### src/hw/alu_config.svh
`ifndef ALU_CONFIG_SVH
`define ALU_CONFIG_SVH

// Operand and result width
`define DATA_W 64

`define SHAMT_W 6

// Start edge to writeback cycle, at least 3
`define MUL_LATENCY 4

`endif

### src/hw/alu_pkg.sv
package alu_pkg;

  `include "alu_config.svh"

  typedef logic [`DATA_W-1:0]  data_t;
  typedef logic [`SHAMT_W-1:0] shamt_t;  // Low bits of operand B

  typedef enum logic [3:0] {
    OP_ADD = 4'd0,
    OP_SUB = 4'd1,
    OP_AND = 4'd2,
    OP_OR  = 4'd3,
    OP_XOR = 4'd4,
    OP_SHL = 4'd5,
    OP_SHR = 4'd6,
    OP_SAR = 4'd7,
    OP_MUL = 4'd8   // Lane 1 only
  } alu_op_t;

  typedef enum logic [1:0] {
    FWD_REG   = 2'd0,  // Register-read value
    FWD_LANE0 = 2'd1,
    FWD_LANE1 = 2'd2
  } fwd_sel_t;

  typedef enum logic [1:0] {
    MUL_IDLE = 2'd0,
    MUL_RUN  = 2'd1,
    MUL_ALT  = 2'd2,  // Bus claim warning
    MUL_WB   = 2'd3
  } mul_state_t;

endpackage

### src/hw/mul_fsm.sv
`timescale 1ns/1ps

module mul_fsm (
  input  logic clk,
  input  logic reset,
  input  logic mul_start,
  input  logic timer_done,
  output logic timer_load,
  output logic mul_capture,
  output logic mul_wb,
  output logic mul_busy,
  output logic mul_alt
);
  import alu_pkg::*;

  mul_state_t state;
  mul_state_t state_next;

  // ****************************************
  // Next state
  // ****************************************

  always_comb begin
    state_next = state;
    case (state)
      MUL_IDLE: begin
        if (mul_start) begin
          state_next = MUL_RUN;
        end
      end
      MUL_RUN: begin
        if (timer_done) begin
          state_next = MUL_ALT;
        end
      end
      MUL_ALT: state_next = MUL_WB;
      MUL_WB:  state_next = MUL_IDLE;  // Start here is ignored
      default: state_next = MUL_IDLE;
    endcase
  end

  always_ff @(posedge clk) begin
    if (reset) begin
      state <= MUL_IDLE;
    end else begin
      state <= state_next;
    end
  end

  // ****************************************
  // Outputs
  // ****************************************

  assign timer_load  = (state == MUL_IDLE) && mul_start;  // Also latches operands
  assign mul_capture = (state == MUL_ALT);
  assign mul_alt     = (state == MUL_ALT);  // Lane 1 slot claimed next cycle
  assign mul_wb      = (state == MUL_WB);
  assign mul_busy    = (state != MUL_IDLE);

endmodule

### config.mk
export PLATFORM = sky130hd
export DESIGN_NAME = mul_fsm
export DESIGN_NICKNAME = d
export VERILOG_FILES = /design/src/hw/alu_pkg.sv /design/src/hw/mul_fsm.sv
export VERILOG_INCLUDE_DIRS = /design/src /design/src/hw
export SDC_FILE = /design/constraint.sdc
export NUM_CORES = 1
export LEC_CHECK = 0
export BUFFER_PORTS_ARGS = -buffer_cell sky130_fd_sc_hd__buf_2
export CAP_MARGIN = 10
export CELL_PAD_IN_SITES_DETAIL_PLACEMENT = 1
export CELL_PAD_IN_SITES_GLOBAL_PLACEMENT = 2
export CORE_AREA = 2 2 39 41
export DETAILED_ROUTE_END_ITERATION = 8
export DIE_AREA = 0 0 41 43
export PLACE_DENSITY_LB_ADDON = 0.3
export SYNTH_ARGS = -nofsm -noshare
export SYNTH_HDL_FRONTEND = slang
export SYNTH_SLANG_ARGS = --single-unit
export TNS_END_PERCENT = 50
### constraint.sdc
create_clock -name clk -period 3.6 [get_ports clk]
set_input_delay 0.36 -clock clk [delete_from_list [all_inputs] [get_ports clk]]
set_output_delay 0.36 -clock clk [all_outputs]
set_load 0.05 [all_outputs]
Word-level counts from Yosys, hierarchy flattened
Cells that the tools add are included.
- input port bits: 4
- memory bits (read-only): 0
- output and inout bits: 5
- register bits after elaboration: 2
- RAM bits: 0
- memories: 0
- word-level logic and storage cells: 13
- bits in latches: 0
- $mul: 0
- add/subtract/negate cells: 0
- eq/ne operators: 5
- magnitude comparators: 0
- bitwise logic cells: 0
- multiplexer cells: 3
- shift operators: 0
- reductions and logical operators: 4
- div/mod/pow operators: 0
- operators with widths (operator ; count):
    $pmux 2 s4 ; 1
    $eq 2x2->1 const B ; 2
    $mux 2 ; 2
    $ne 2x2->1 const B ; 2
    $eq 2x1->1 const B ; 1
    $logic_not 2->1 ; 1
    $reduce_and 2->1 ; 1
    $reduce_bool 2->1 ; 1
    $logic_and 1x1->1 ; 1

Logic depth before layout (Yosys ltp)
- depth after elaboration: 3
- mapped depth: 5
- gate-level depth less buffers: 5

Worst setup path before layout
Ideal clock, no wire load.
- path type: reg2out
- start point: register state[0]
- end point: output mul_capture
- data required time: 3.240 ns
- setup slack: 1.917 ns
- cell stages (with the launch flop): 4
- arrival time: 1.323 ns
- path buffers: 1
- cell sequence: dfxtp_1 -> inv_1 -> ha_1 -> buf_4
- longest elaborated chain between the ends: 1
- RTL lines (item ; line ; source):
    from (decl) ; mul_fsm.sv:16 ; mul_state_t state;
    from (signal assigned) ; mul_fsm.sv:46 ; state <= state_next;
    $eq 2x2->1 ; -- ;
    to (decl) ; mul_fsm.sv:9 ; output logic mul_capture,
No other way between the ends.

Worst setup path after layout
- start point: register state[0]
- end point: output mul_alt
- longest elaborated chain between the ends: 1
- RTL lines (item ; line ; source):
    $eq 2x2->1 ; mul_fsm.sv:56 ; assign mul_alt = (state == MUL_ALT);
    to (decl) ; mul_fsm.sv:12 ; output logic mul_alt
No other way between the ends.

==> results.toml <==
[routing]
drc_errors = 0
drtIter0Drc = 0
viasPerCell = 3.717
wl_um = 396
drt-pass1-iter-count = 1
wl_per_cell_um = 8.609
drtAntennaViolNets = 0
num_vias = 171

[critical_path]
required_ps = 3240
crit_fanout = 4
critPathLaunchType = "flip-flop"
path_class = "flip-flop to output pin"
worstPathArrival_ps = 1290
critPathCaptureType = "output pin"

[global_route]
grt_use_total = 0.07300
grt_pass1_vias = 189
antenna_found_initial = 0
grt_pass1_wl_um = 724
grt_max_degree = 5
grt.overflow.total = 0

[sta]
finalHoldWorstSlack_ps = 366.0
fin_crit_ps = 1653
worstMarginPinSlew_ps = 238.8
rsz0062_at_grt = "false"
slew_viol_final = 0
setup_viol = 0
hold_viol = 0
period_share = 0.4593
max-slew-margin-rel = 0.8408
setup_tns_ps = 0
max_freq_mhz = 604.8
skew_ps = 3.443

[floorplanning]
rows = 14
fp.dieArea_um2 = 1763
start_util = 0.1429
io_pins = 9
die_w_um = 41
die_h_um = 43
coreArea_um2 = 1384

[clock_tree]
clk_pin_slew_ps = 30
ctsResizeCount = 0
htreeDepth = 1
clkSinkCount = 2
cts_hold_buf = 0
cts_tree = "yes"
clockBufferDepth = 2
clock_latency_ps = 230
cts.root.buffer_cell = "clkbuf_4"
cts_setup_buffers = 0
numCtsBuffers = 3

[cells_and_area]
layout_commonest_cell = "buf_2"
reg_top3 = "state x2"
final_area_um2 = 272.8
final_cell_mix = "buf_2 (8), ha_1 (5), inv_1 (3), clkbuf_4 (3)"
drive_gt1_frac = 0.4333
antenna-diode-count = 0
largest_reg_flops = 2
nNetsFinal = 41
area_growth_pct = 37.97
max_flop_register = "state"
final_util = 0.1971

[logic_synthesis]
synth_area_per_cell_um2 = 9.885
yosys_warnings = 0
syn-num-nets = 29
ys_ff_latch = 2
netlist_instances = 20
synth-seq-area-share = 0.2025
ys_types = 11
syn_area_um2 = 197.7

[placement]
placedInstanceArea_um2 = 250.2
dp_hpwl_um = 320.7
place.gp.congestion = 0.6931
port_buffers = 8

[hold_path]
holdCritPathClass = "input pin to flip-flop"

[run_status]
outcome = "completed"

[run]
drv_cap = 0
-- metal layers --
metal  GRT usage  wire (um)
met1     0.06667        161
met5           0          0
met3     0.04712         20
met4      0.1200         19
met2     0.07813        195
-- through the flow --
stage	worst slack [ps]	cells
after floorplan	1917	20
after global placement	2113	43
after detailed placement	2073	43
after CTS	1916	46
after global routing	1836	46
final	1947	46
-- final cells by class --
cell class / count / area (um2)
clock buffer: 3 / 22.52
multi-input combinational: 14 / 138.9
timing repair buffer: 8 / 40.04
fill: 168 / 1111
inverter: 3 / 11.26
tap: 16 / 20.02
sequential: 2 / 40.04
-- cells by family after synthesis --
logic type / after synthesis / share of synthesized area
AOI/OAI and AO/OA: 2 / 0.07593
and+or+nand+nor: 7 / 0.3101
buffers and inverters: 4 / 0.09495
DFF: 2 / 0.2025
adders and majority gates: 5 / 0.3165
-- synthesized netlist by cell type, drive strengths merged --
master | number | share of area
inv | 3 | 0.057
dfxtp | 2 | 0.20
and2 | 1 | 0.038
buf | 1 | 0.038
or4b | 1 | 0.051
or4 | 1 | 0.038
nor2 | 2 | 0.12
o31ai | 2 | 0.076
nor2b | 2 | 0.063
ha | 5 | 0.32
-- worst paths after layout --
path                            cells after the start      from  slack, ps  endpoint
worst min register to register                      2  state[1]        570  state[1]
worst max-delay path                                3  state[0]       1950   mul_alt
worst max register to register                      5  state[0]       2090  state[0]
worst min-delay path                                2     reset        370  state[1]
-- worst max-delay path: stages, from the launching register on --
cell and delay (ps):
dfxtp_1 320, inv_1 130, ha_1 310, buf_2 310
Power is not shown: default switching activity piles up to over one toggle a cycle in this logic, so the estimate is an artifact.
