--- src/hw/alu_config.svh ---
`ifndef ALU_CONFIG_SVH
`define ALU_CONFIG_SVH

// Operand and result width
`define DATA_W 64

`define SHAMT_W 6

// Start edge to writeback cycle, at least 3
`define MUL_LATENCY 4

`endif

--- src/hw/mul_timer.sv ---
`timescale 1ns/1ps

`include "alu_config.svh"

module mul_timer (
  input  logic clk,
  input  logic reset,
  input  logic load,
  output logic expired
);

  localparam int CNT_W = $clog2(`MUL_LATENCY);

  logic [CNT_W-1:0] count;
  logic             running;

  always_ff @(posedge clk) begin
    if (reset) begin
      count   <= '0;
      running <= 1'b0;
    end else if (load) begin
      count   <= CNT_W'(`MUL_LATENCY - 2);  // RUN lasts MUL_LATENCY-1 cycles
      running <= 1'b1;
    end else if (running) begin
      if (count == '0) begin
        running <= 1'b0;
      end else begin
        count <= count - 1'b1;
      end
    end
  end

  assign expired = running && (count == '0);

endmodule

--- config.mk ---
export PLATFORM = sky130hd
export DESIGN_NAME = mul_timer
export DESIGN_NICKNAME = d
export VERILOG_FILES = /design/src/hw/mul_timer.sv
export VERILOG_INCLUDE_DIRS = /design/src /design/src/hw
export SDC_FILE = /design/constraint.sdc
export NUM_CORES = 1
export LEC_CHECK = 0
export ABC_AREA = 1
export BUFFER_PORTS_ARGS = -buffer_cell sky130_fd_sc_hd__clkbuf_2
export CORE_AREA = 3 3 40 42
export DETAILED_ROUTE_END_ITERATION = 8
export DIE_AREA = 0 0 43 45
export PLACE_DENSITY_LB_ADDON = 0.15
export SLEW_MARGIN = 20
export SYNTH_ARGS = -nofsm -noshare
export SYNTH_HDL_FRONTEND = slang
export SYNTH_SLANG_ARGS = --single-unit
--- constraint.sdc ---
create_clock -name clk -period 1 [get_ports clk]
set_input_delay 0.3 -clock clk [delete_from_list [all_inputs] [get_ports clk]]
set_output_delay 0.3 -clock clk [all_outputs]
set_load 0.1 [all_outputs]
# Word-level counts from Yosys, hierarchy flattened
# Index checks and enable logic that the tools add are counted.
dict set report totals {
  elab_cells 18
  out_inout_bits 1
  inputBits 3
  reg_bits 3
}
dict set report op_classes {
  bitwise 1
  n_reduce_logical 6
  n_addsub 1
  muxes 6
  eq_ne 1
}
# operator n
set op_table {}
lappend op_table {{2-bit two-way mux} 3}
lappend op_table {{2-bit AND reduction} 2}
lappend op_table {{1-bit two-way mux} 3}
lappend op_table {{2-bit logical NOT} 1}
lappend op_table {{2-bit != test, second input constant} 1}
lappend op_table {{2-bit nonzero test} 1}
lappend op_table {{2-bit OR reduction} 1}
lappend op_table {{2-bit by 1-bit subtractor with 2-bit output, second input constant} 1}
lappend op_table {{1-bit logical AND} 1}
lappend op_table {{1-bit NOT} 1}

# Depth between registers and ports, before layout
# Gate-level depths: netlist (run 1).
dict set report logic_depth {
  ltp_word 4
  depth_mapped 4
  depth_no_buf 4
}

# Worst setup path before layout (run 1)
# Ideal clock, no wire load.
dict set report synth_timing {
  path_type {reg2out}
  from {register count[0]}
  to {output port expired}
  setup_slack_ns -0.965
  stages_incl_launch_ff 4
  required_time_ns 0.700
  path_buffers 0
  arrival_ns 1.665
  path_cell_list {dfxtp_1 -> inv_1 -> nand2_2 -> nor2_1}
}
dict set report synth_between {
  elab_chain_cells 2
}
# item line_no
set synth_lines {}
lappend synth_lines {{start, declared} mul_timer.sv:14} ;# logic [CNT_W-1:0] count;
lappend synth_lines {{start signal, assigned} mul_timer.sv:22} ;# count <= CNT_W'(`MUL_LATENCY - 2);
lappend synth_lines {{start signal, assigned} mul_timer.sv:28} ;# count <= count - 1'b1;
lappend synth_lines {{2-bit logical NOT} mul_timer.sv:33} ;# assign expired = running && (count == '0);
lappend synth_lines {{1-bit logical AND} mul_timer.sv:33}
lappend synth_lines {{end, declared} mul_timer.sv:9} ;# output logic expired
# Every way passes these cells.

# Worst setup path after layout (run 1)
# Same ends and word-level chain as after synthesis.

==> metrics.md, run 1 <==
| Metric | Value |
|---|---|
| Outcome | `complete, but fails checks` |
| Failing checks | `negative setup slack` |
| Cell variety after synth | `9` |
| Initial antenna violation count | `0` |
| Core ar. | `0.00128 mm^2` |
| Min-delay worst type | `in -> reg` |
| Diode count | `0` |
| Hold Slack | `241 ps` |
| Nets@finish | `31` |
| Post-Synth Simple-Gate Area | `roughly 28%` |
| Clock slew at reported path FFs | `roughly 40 ps` |
| #FFs+latches synth | `3` |
| FP Rows | `13` |
| Max FO, Critical Path | `2` |
| Post-synthesis area per instance | `between 7 and 8 um^2` |
| CP max-delay cell | `dfxtp_2` |
| CTS Hold Buffers Added | `0` |
| DP HPWL | `around 220 um` |
| Layout cell share with drive strength beyond 1 | `a little under three fifths` |
| Worst EP arrival | `about 950 ps` |
| Final Setup Violations | `1` |
| Clock latency on the worst-skew pair | `approximately 240 ps` |
| Setup ws final | `-246 ps` |
| Required time worst endpoint | `about 700 ps` |
| Crit-path leading delay family | `flip-flops` |
| Mux contribution to synthesized area | `0%` |
| Crit-path cells | `inv_2 > nand2_4 > nor2_4 > buf_12` |
| Die span in x | `between 40 and 50 um` |
| DR DRC count | `0` |
| Worst path bufs/invs | `2` |
| Vias per cell | `~3.2` |
| Yosys synthesis warning count | `0` |
| Io pins | `4` |
| Total GRT Usage | `about 4.3%` |
| Clk sink count | `3` |
| Maximum capacitance violations | `0` |
| Grt total ovfl | `0` |
| Unrepaired setup endpoints after global routing | `yes` |
| Chip height | `45 um` |
| Post-synth top area share | `between 40% and 50%` |
| Synth Area in Compound Gates | `between 10% and 20%` |
| First-pass DRT Iterations | `1` |
| Setup Crit Path Kind | `reg -> out` |
| ANT nets after route | `0` |
| Synth Instances | `17` |
| Post-synth top area cell | `dfxtp_1` |
| Max IR drop VDD | `around 0.00032 V` |
| Clock buffers created by TritonCTS | `3` |
| CTS tree | `done` |
| Adder-cell area share of the yosys netlist | `0%` |
| Fmax | `approximately 0.8 GHz` |
| Largest family of logic cells by synthesized area | `simple AND/OR/NAND/NOR gates` |
| Post-layout min period | `approximately 1200 ps` |
| First-pass GRT wire length | `455 um` |
| Main area contributors after synthesis | `dfxtp_1 (48%), nand2_1 (12%), inv_1 (9.0%), nand3_1 (8.0%), a21oi_2 (7.0%)` |
| Sequential area share after synthesis | `between 40% and 50%` |
| CP Capture Type | `primary output` |
| Slew Viols, Final | `0` |
| IO Port Bufs | `3` |
| Longest Clk Path Bufs | `2` |
| Avg WL per Cell | `7.07 um` |
| Slew at the pin closest to its max-slew limit | `between 150 and 200 ps` |
| Routability cong. | `0.640` |
| Pin count of the biggest net entering global routing | `4` |
| Post-CTS setup buffers | `0` |
| DP Worst Slack | `-23.8 ps` |
| Final Power | `418 uW` |
| Crit start category | `flop` |
| Post-route clock period utilization | `125%` |
| H-tree Lvls | `1` |
| Worst slew margin | `approximately 90%` |
| Vias in the first global route | `roughly 140` |
| Post-Syn Area | `around 130 um^2` |
| Synth-to-layout area growth | `89.0%` |
| Clk_skew | `4.95 ps` |
| Via count | `~130` |
| Crit-path max cell delay | `310 ps` |
| Die area | `around 0.0019 mm^2` |
| Pwr dens | `about 1800 mW/mm^2` |
| Syn Nets | `20` |
| Synth Area in XOR/XNOR | `0%` |
| Final Hold Viols | `0` |
| Drt first-iter violations | `0` |
| Root Buffer | `clkbuf_4` |
| Final wirelength | `between 200 and 300 um` |
| Initial core utilization | `9.74%` |
| Leak pwr | `around 0.00011 uW` |
## synth_stat cells
cell type / n
a21oi_1: 1
a21oi_2: 1
clkinv_2: 1
dfxtp_1: 3
inv_1: 3
nand2_1: 4
nand2_2: 1
nand3_1: 2
nor2_1: 1
## flip-flops by register name, indices dropped and copies added (netlist names)
signal   count
count        2
running      1
## cell usage in the layout (no fill, tap or decap)
cell type,instances
a21oi_1,1
nor2_4,1
buf_4,3
nand3_1,2
clkbuf_2,2
dfxtp_2,1
a21oi_2,1
inv_2,1
nand2_1,4
clkbuf_4,3
clkbuf_1,1
clkinv_2,1
dfxtp_1,2
inv_1,2
buf_12,1
nand2_4,1
## cell type report
type | count | area, um^2
clock buffer | 4 | 26.3
fill | 153 | 1050
inverter | 4 | 16.3
multi-input combinational | 10 | 61.3
sequential | 3 | 61.3
tap | 15 | 18.8
timing repair buffer | 6 | 52.6
## repair_timing
action,4_1_cts,5_1_grt
setup endpoints to repair,1,1
resized for setup,3,0
pin swaps,0,0
## report_power, final
| group | leakage (uW) | switching (uW) | internal (uW) |
|---|---|---|---|
| logic | 0.0000683 | 38.8 | 30.1 |
| clock network | 0.0000150 | 66.3 | 150 |
| registers | 0.0000253 | 6.58 | 127 |
## metal layers
layer	up-vias	global-route usage, %	part of all wire [%]
met5	-	0	0
met4	0	10.8	0
met3	0	3.19	6.1
met2	2	5.69	62
met1	61	1.69	32
li1	71	-	-
## kinds of logic (layout without fill, tap and decap cells)
family                 after synthesis  in the layout
DFF                                  3              3
AOI/OAI and AO/OA                    2              2
and+or+nand+nor                      8              8
buffers and inverters                4             14
## worst paths after layout
path	from	endpoint	slack [ps]	cells after the start
setup / recovery	count[0]	expired	-250	4
hold / removal	reset	count[1]	240	2
setup reg to reg	running	running	180	5
hold reg to reg	count[1]	count[1]	520	2
## per-stage QoR
stage / area [um^2] / setup TNS, ps / cells / utilization (%)
after floorplan: 133 / -195 / 17 / -
after global placement: 204 / -13.4 / 38 / 15.9
after detailed placement: 204 / -23.8 / 38 / 15.9
after CTS: 236 / -261 / 42 / 18.4
after global routing: 236 / -291 / 42 / 18.4
final: 236 / -246 / 42 / 18.4
(Power assumes the default switching activity.)
==> run 2: changes to the inputs <==
--- a/config.mk
+++ b/config.mk
@@ -7,10 +7,10 @@
 export NUM_CORES = 1
 export LEC_CHECK = 0
 export ABC_AREA = 1
-export BUFFER_PORTS_ARGS = -buffer_cell sky130_fd_sc_hd__clkbuf_2
 export CORE_AREA = 3 3 40 42
 export DETAILED_ROUTE_END_ITERATION = 8
 export DIE_AREA = 0 0 43 45
+export DONT_BUFFER_PORTS = 1
 export PLACE_DENSITY_LB_ADDON = 0.15
 export SLEW_MARGIN = 20
 export SYNTH_ARGS = -nofsm -noshare
==> run 2 against run 1 <==
Net effect:
- the run still ends with negative setup slack left
- setup slack better by 11 ps
- via count unchanged
- cell area up 3.2%
- flip-flop and latch count unchanged
- critical path type unchanged
- highest routed layer unchanged
==> metrics.md, run 2 (synthesized netlist as in run 1, its figures left out) <==
| Metric | Value |
|---|---|
| Maximum capacitance violations | `0 (unchanged)` |
| Fmax | `0.810 GHz (+0.91%)` |
| Crit-path max cell delay | `310 ps (about the same)` |
| First-pass GRT wire length | `427 um (-6.2%)` |
| Logic pwr share | `16.7% (+0.2 points)` |
| Die area | `0.00194 mm^2 (unchanged)` |
| Via count | `134 (unchanged)` |
| Io pins | `4 (unchanged)` |
| Grt total ovfl | `0 (unchanged)` |
| Min-delay worst type | `in -> reg` |
| Clock buffers created by TritonCTS | `3 (unchanged)` |
| Outcome | `complete, but fails checks` |
| H-tree Lvls | `1 (unchanged)` |
| Vias per cell | `3.12 (-2.3%)` |
| Seq pwr share | `32.2% (+0.3 points)` |
| Most common cell after layout, fill and taps aside | `buf_4` |
| Clk sink count | `3 (unchanged)` |
| Routability cong. | `0.645 (+0.88%)` |
| Synth-to-layout area growth | `95.0%` |
| Top flop regs | `count: 2 flops, running: 1 flops` |
| Final core utilization | `19.0% (+0.58 points)` |
| Leak pwr | `0.000112 uW (+3.1%)` |
| Longest Clk Path Bufs | `2 (unchanged)` |
| Chip height | `45 um (unchanged)` |
| Drt first-iter violations | `3 (+3)` |
| Clk pwr share | `51.2% (-0.4 points)` |
| Diode count | `0 (unchanged)` |
| IO Port Bufs | `0 (-3)` |
| Unrepaired setup endpoints after global routing | `yes` |
| Final wirelength | `276 um (-7.1%)` |
| Max IR drop VDD | `0.000416 V (+28%)` |
| Required time worst endpoint | `700 ps (about the same)` |
| Worst EP arrival | `930 ps (-20 ps)` |
| CTS tree | `done` |
| Largest register by flop count | `count` |
| Vias in the first global route | `141 (+2.2%)` |
| Switching Share | `25.3% (-1.4 points)` |
| Commonest cells after routing, fill and taps aside | `buf_4 (6), nand2_1 (4), clkbuf_4 (3)` |
| Total GRT Usage | `3.33% (-1.0 points)` |
| DP Worst Slack | `-23.5 ps (+0.286 ps)` |
| CP max-delay cell | `dfxtp_2` |
| Crit-path cells | `inv_2 > nand2_2 > nor2_4 > buf_12` |
| Worst slew margin | `90.1% (+0.72 points)` |
| Post-route clock period utilization | `123% (-1.1 points)` |
| Die span in x | `43 um (unchanged)` |
| Root Buffer | `clkbuf_4` |
| Pwr dens | `1690 mW/mm^2 (-4.6%)` |
| Largest register FFs | `2 (unchanged)` |
| Initial core utilization | `9.74% (unchanged)` |
| Post-layout min period | `1230 ps (-11.2 ps)` |
| Avg WL per Cell | `6.42 um (-9.2%)` |
| Clk_skew | `0.448 ps (-4.50 ps)` |
| Final Hold Viols | `0 (unchanged)` |
| Slew Viols, Final | `0 (unchanged)` |
| Layout cell share with drive strength beyond 1 | `57.1% (+1.6 points)` |
| Clock slew at reported path FFs | `40 ps (about the same)` |
| NetSw | `104 uW (-6.8%)` |
| Setup Crit Path Kind | `reg -> out` |
| Pin count of the biggest net entering global routing | `4 (unchanged)` |
| Slew at the pin closest to its max-slew limit | `148 ps (-10.8 ps)` |
| ANT nets after route | `0 (unchanged)` |
| Clock latency on the worst-skew pair | `230 ps (about the same)` |
| DR DRC count | `0 (unchanged)` |
| Crit-path leading delay family | `flip-flops` |
| DP HPWL | `210 um (-4.5%)` |
| Worst path bufs/invs | `2 (unchanged)` |
| CP Capture Type | `primary output` |
| First-pass DRT Iterations | `2 (+1)` |
| FP Rows | `13 (unchanged)` |
| Worst reg-to-reg setup slack | `110 ps (-70 ps)` |
| Internal power | `308 uW (+0.33%)` |
| Failing checks | `negative setup slack` |
| Crit start category | `flop` |
| Nets@finish | `32 (+3.2%)` |
| Final Setup Violations | `1 (unchanged)` |
| Core ar. | `0.00128 mm^2 (unchanged)` |
| Max FO, Critical Path | `2 (unchanged)` |
| Initial antenna violation count | `0 (unchanged)` |
| Setup ws final | `-235 ps (+11.2 ps)` |
## run 2: cell count changes in the layout (fill, tap and decap cells not counted)
| cell | previous run | this run |
|---|---|---|
| clkbuf_2 | 2 | 0 |
| nand2_4 | 1 | 0 |
| nand2_2 | 0 | 1 |
| buf_4 | 3 | 6 |
## run 2: power by group through the flow
stage / Sequential, uW / Combinational (uW) / Clock, uW
3_5_place_dp: 134 / 63.3 / 0
3_3_place_gp: 135 / 63.2 / 0
5_1_grt: 133 / 73.6 / 230
2_1_floorplan: 134 / 39.2 / 0
4_1_cts: 133 / 68.6 / 223
6_report: 133 / 68.6 / 211
## run 2: area by class of cell
type,instances,area [um^2]
inverters,4,16.3
fillers,150,1040
well taps,15,18.8
flip-flops and latches,3,61.3
multi-input cells,10,56.3
repair buffers,7,65.1
clock buffers,4,26.3
## run 2: timing repair
| item | CTS | global route |
|---|---|---|
| resized for setup | 2 | 0 |
| hold buffers | 0 | 0 |
| pin swaps | 1 | 1 |
| setup endpoints to repair | 1 | 1 |
| buffers inserted | 2 | 1 |
| endpoints found under the hold margin | 0 | 0 |
| gates cloned | 0 | 0 |
## run 2: path summary, 6_finish.rpt
kind,cells past startpoint,from,end
min reg2reg,2,count[1],count[1]
max,4,count[0],expired
max reg2reg,6,count[0],count[1]
min,1,reset,count[1]
## run 2: through the flow
stage	setup TNS, ps	hold WS (ps)	instance area [um^2]	power [uW]	std cells
3_3_place_gp	-15.8	363	194	198	36
4_1_cts	-273	117	236	424	42
5_1_grt	-283	117	244	437	43
6_report	-235	127	244	412	43
3_5_place_dp	-23.5	365	194	197	36
2_1_floorplan	-195	362	133	173	17
## run 2: layer usage
| layer | up-vias | GRT usage, % | share of wire, % |
|---|---|---|---|
| li1 | 74 | - | - |
| met1 | 58 | 2.17 | 40 |
| met2 | 2 | 5.69 | 57 |
| met3 | 0 | 1.20 | 2.9 |
| met4 | 0 | 5.42 | 0 |
| met5 | - | 0 | 0 |
==> run 3: changes to the inputs <==
--- a/config.mk
+++ b/config.mk
@@ -8,6 +8,7 @@
 export LEC_CHECK = 0
 export ABC_AREA = 1
 export CORE_AREA = 3 3 40 42
+export CTS_BUF_LIST = sky130_fd_sc_hd__clkbuf_4 sky130_fd_sc_hd__clkbuf_8 sky130_fd_sc_hd__clkbuf_16
 export DETAILED_ROUTE_END_ITERATION = 8
 export DIE_AREA = 0 0 43 45
 export DONT_BUFFER_PORTS = 1
==> run 3 against run 2 <==
Net effect:
- the run still ends with negative setup slack left
- wire length grew 0.72%
- critical path depth stayed put
- cell area up 1.5%
- critical path type unchanged
- register-to-register slack is essentially flat
- flip-flop and latch count is the same
- sequential share of layout area shrank 0.38 points
- first-iteration DRC count unchanged
- critical endpoint unchanged
- utilization grew 0.29 points
- via count unchanged
- highest routed layer unchanged
==> metrics.md, run 3 (synthesized netlist as in run 1, its figures left out) <==
| Metric | Value |
|---|---|
| Outcome | `complete, but fails checks` |
| Failing checks | `negative setup slack` |
| Die span in x | `43 um (unchanged)` |
| Worst slew margin | `90.1% (unchanged)` |
| Worst EP arrival | `940 ps (about the same)` |
| Clock latency on the worst-skew pair | `230 ps (about the same)` |
| Unrepaired setup endpoints after global routing | `yes` |
| DR DRC count | `0 (unchanged)` |
| Commonest cells after routing, fill and taps aside | `buf_4 (6), nand2_1 (4), clkbuf_4 (4)` |
| Grt total ovfl | `0 (unchanged)` |
| DP HPWL | `210 um (unchanged)` |
| Min-delay worst type | `in -> reg` |
| Clock buffers created by TritonCTS | `3 (unchanged)` |
| Met3 usage in global routing | `3.59% (+2.4 points)` |
| Total GRT Usage | `4.08% (+0.75 points)` |
| ANT nets after route | `0 (unchanged)` |
| Longest Clk Path Bufs | `2 (unchanged)` |
| Avg WL per Cell | `6.47 um (+0.72%)` |
| Maximum capacitance violations | `0 (unchanged)` |
| Required time worst endpoint | `700 ps (about the same)` |
| Initial antenna violation count | `0 (unchanged)` |
| Top flop regs | `count: 2 flops, running: 1 flops` |
| Vias per cell | `3.12 (unchanged)` |
| Setup TNS | `-236 ps (-1.40 ps)` |
| Synth-to-layout area growth | `98.0%` |
| CTS tree | `done` |
| Slew Viols, Final | `0 (unchanged)` |
| Clock slew at reported path FFs | `40 ps (about the same)` |
| Drt first-iter violations | `3 (unchanged)` |
| Initial core utilization | `9.74% (unchanged)` |
| Largest register FFs | `2 (unchanged)` |
| Busiest grt layer | `met4` |
| Placed insts | `36 (unchanged)` |
| DP Worst Slack | `-23.5 ps (unchanged)` |
| Max IR drop VDD | `0.000416 V (about the same)` |
| Leak pwr | `0.000115 uW (+3.1%)` |
| Pin count of the biggest net entering global routing | `4 (unchanged)` |
| First-pass GRT wire length | `469 um (+9.8%)` |
| Grt met1 use | `2.17% (unchanged)` |
| Post-route clock period utilization | `124% (+0.14 points)` |
| Diode count | `0 (unchanged)` |
| Most common cell after layout, fill and taps aside | `buf_4` |
| FP Rows | `13 (unchanged)` |
| Final Power | `440 uW (+6.9%)` |
| Final Non-Filler Cells | `43 (unchanged)` |
| Hold Slack | `125 ps (-1.39 ps)` |
| Clk_skew | `0.346 ps (-0.102 ps)` |
| Io pins | `4 (unchanged)` |
| Clk sink count | `3 (unchanged)` |
| Chip height | `45 um (unchanged)` |
| Pwr dens | `1780 mW/mm^2 (+5.2%)` |
| Final Hold Viols | `0 (unchanged)` |
| Layout cell share with drive strength beyond 1 | `60.7% (+3.6 points)` |
| CP Capture Type | `primary output` |
| Nets@finish | `32 (unchanged)` |
| Die area | `0.00194 mm^2 (unchanged)` |
| First-pass DRT Iterations | `2 (unchanged)` |
| Crit start category | `flop` |
| Setup ws final | `-236 ps (-1.40 ps)` |
| Root Buffer | `clkbuf_4` |
| Core ar. | `0.00128 mm^2 (unchanged)` |
| Via count | `134 (unchanged)` |
| Vias in the first global route | `144 (+2.1%)` |
| Largest register by flop count | `count` |
| Final Setup Violations | `1 (unchanged)` |
| Setup Crit Path Kind | `reg -> out` |
| Slew at the pin closest to its max-slew limit | `148 ps (-0.000119 ps)` |
| IO Port Bufs | `0 (unchanged)` |
| Post-layout min period | `1240 ps (+1.40 ps)` |
| CTS Hold Buffers Added | `0 (unchanged)` |
| Max FO, Critical Path | `2 (unchanged)` |
| Routability cong. | `0.645 (unchanged)` |
| Final wirelength | `278 um (+0.72%)` |
| GR Layer Usage met2 | `5.69% (unchanged)` |
| Fmax | `0.809 GHz (-0.11%)` |
| H-tree Lvls | `1 (unchanged)` |
run 3: path summary, 6_finish.rpt:
path / startpoint / cells after the start / slack [ps] / to
min reg2reg: count[1] / 2 / 510 / count[1]
max reg2reg: count[0] / 6 / 110 / count[1]
min: reset / 1 / 130 / count[1]
max: count[0] / 4 / -240 / expired
run 3: area by class of cell:
class | count | area, um^2
Clock buffer | 4 | 30.0
Fill cell | 148 | 1040
Inverter | 4 | 16.3
Multi-Input combinational cell | 10 | 56.3
Sequential cell | 3 | 61.3
Tap cell | 15 | 18.8
Timing Repair Buffer | 7 | 65.1
run 3: power by group:
part           internal [uW]  total (uW)  switching, uW
clock network            177         239           62.4
registers                127         133           5.59
logic                   31.3        68.6           37.2
total                    335         440            105
run 3: metrics by stage:
stage,instance area [um^2],utilization [%]
final,248,19.3
after global routing,248,19.3
after CTS,240,18.7
after detailed placement,194,15.1
after global placement,194,15.1
after floorplan,133,-
run 3: what timing repair did:
action                     CTS  global route
pin swaps                    1             1
gates resized for setup      2             0
setup endpoints to repair    1             1
buffers inserted             2             1
run 3: metal layers:
metal | wire (um) | part of all wire [%] | up-vias
met5 | 0 | 0 | -
met4 | 0 | 0 | 0
met3 | 8 | 2.9 | 0
met2 | 158 | 57 | 2
met1 | 110 | 40 | 58
li1 | - | - | 74
run 3: worst max-delay path, cell delays in order, from the launching register on:
cell	delay [ps]
dfxtp_2	310
inv_2	50
nand2_2	60
nor2_4	100
buf_12	180
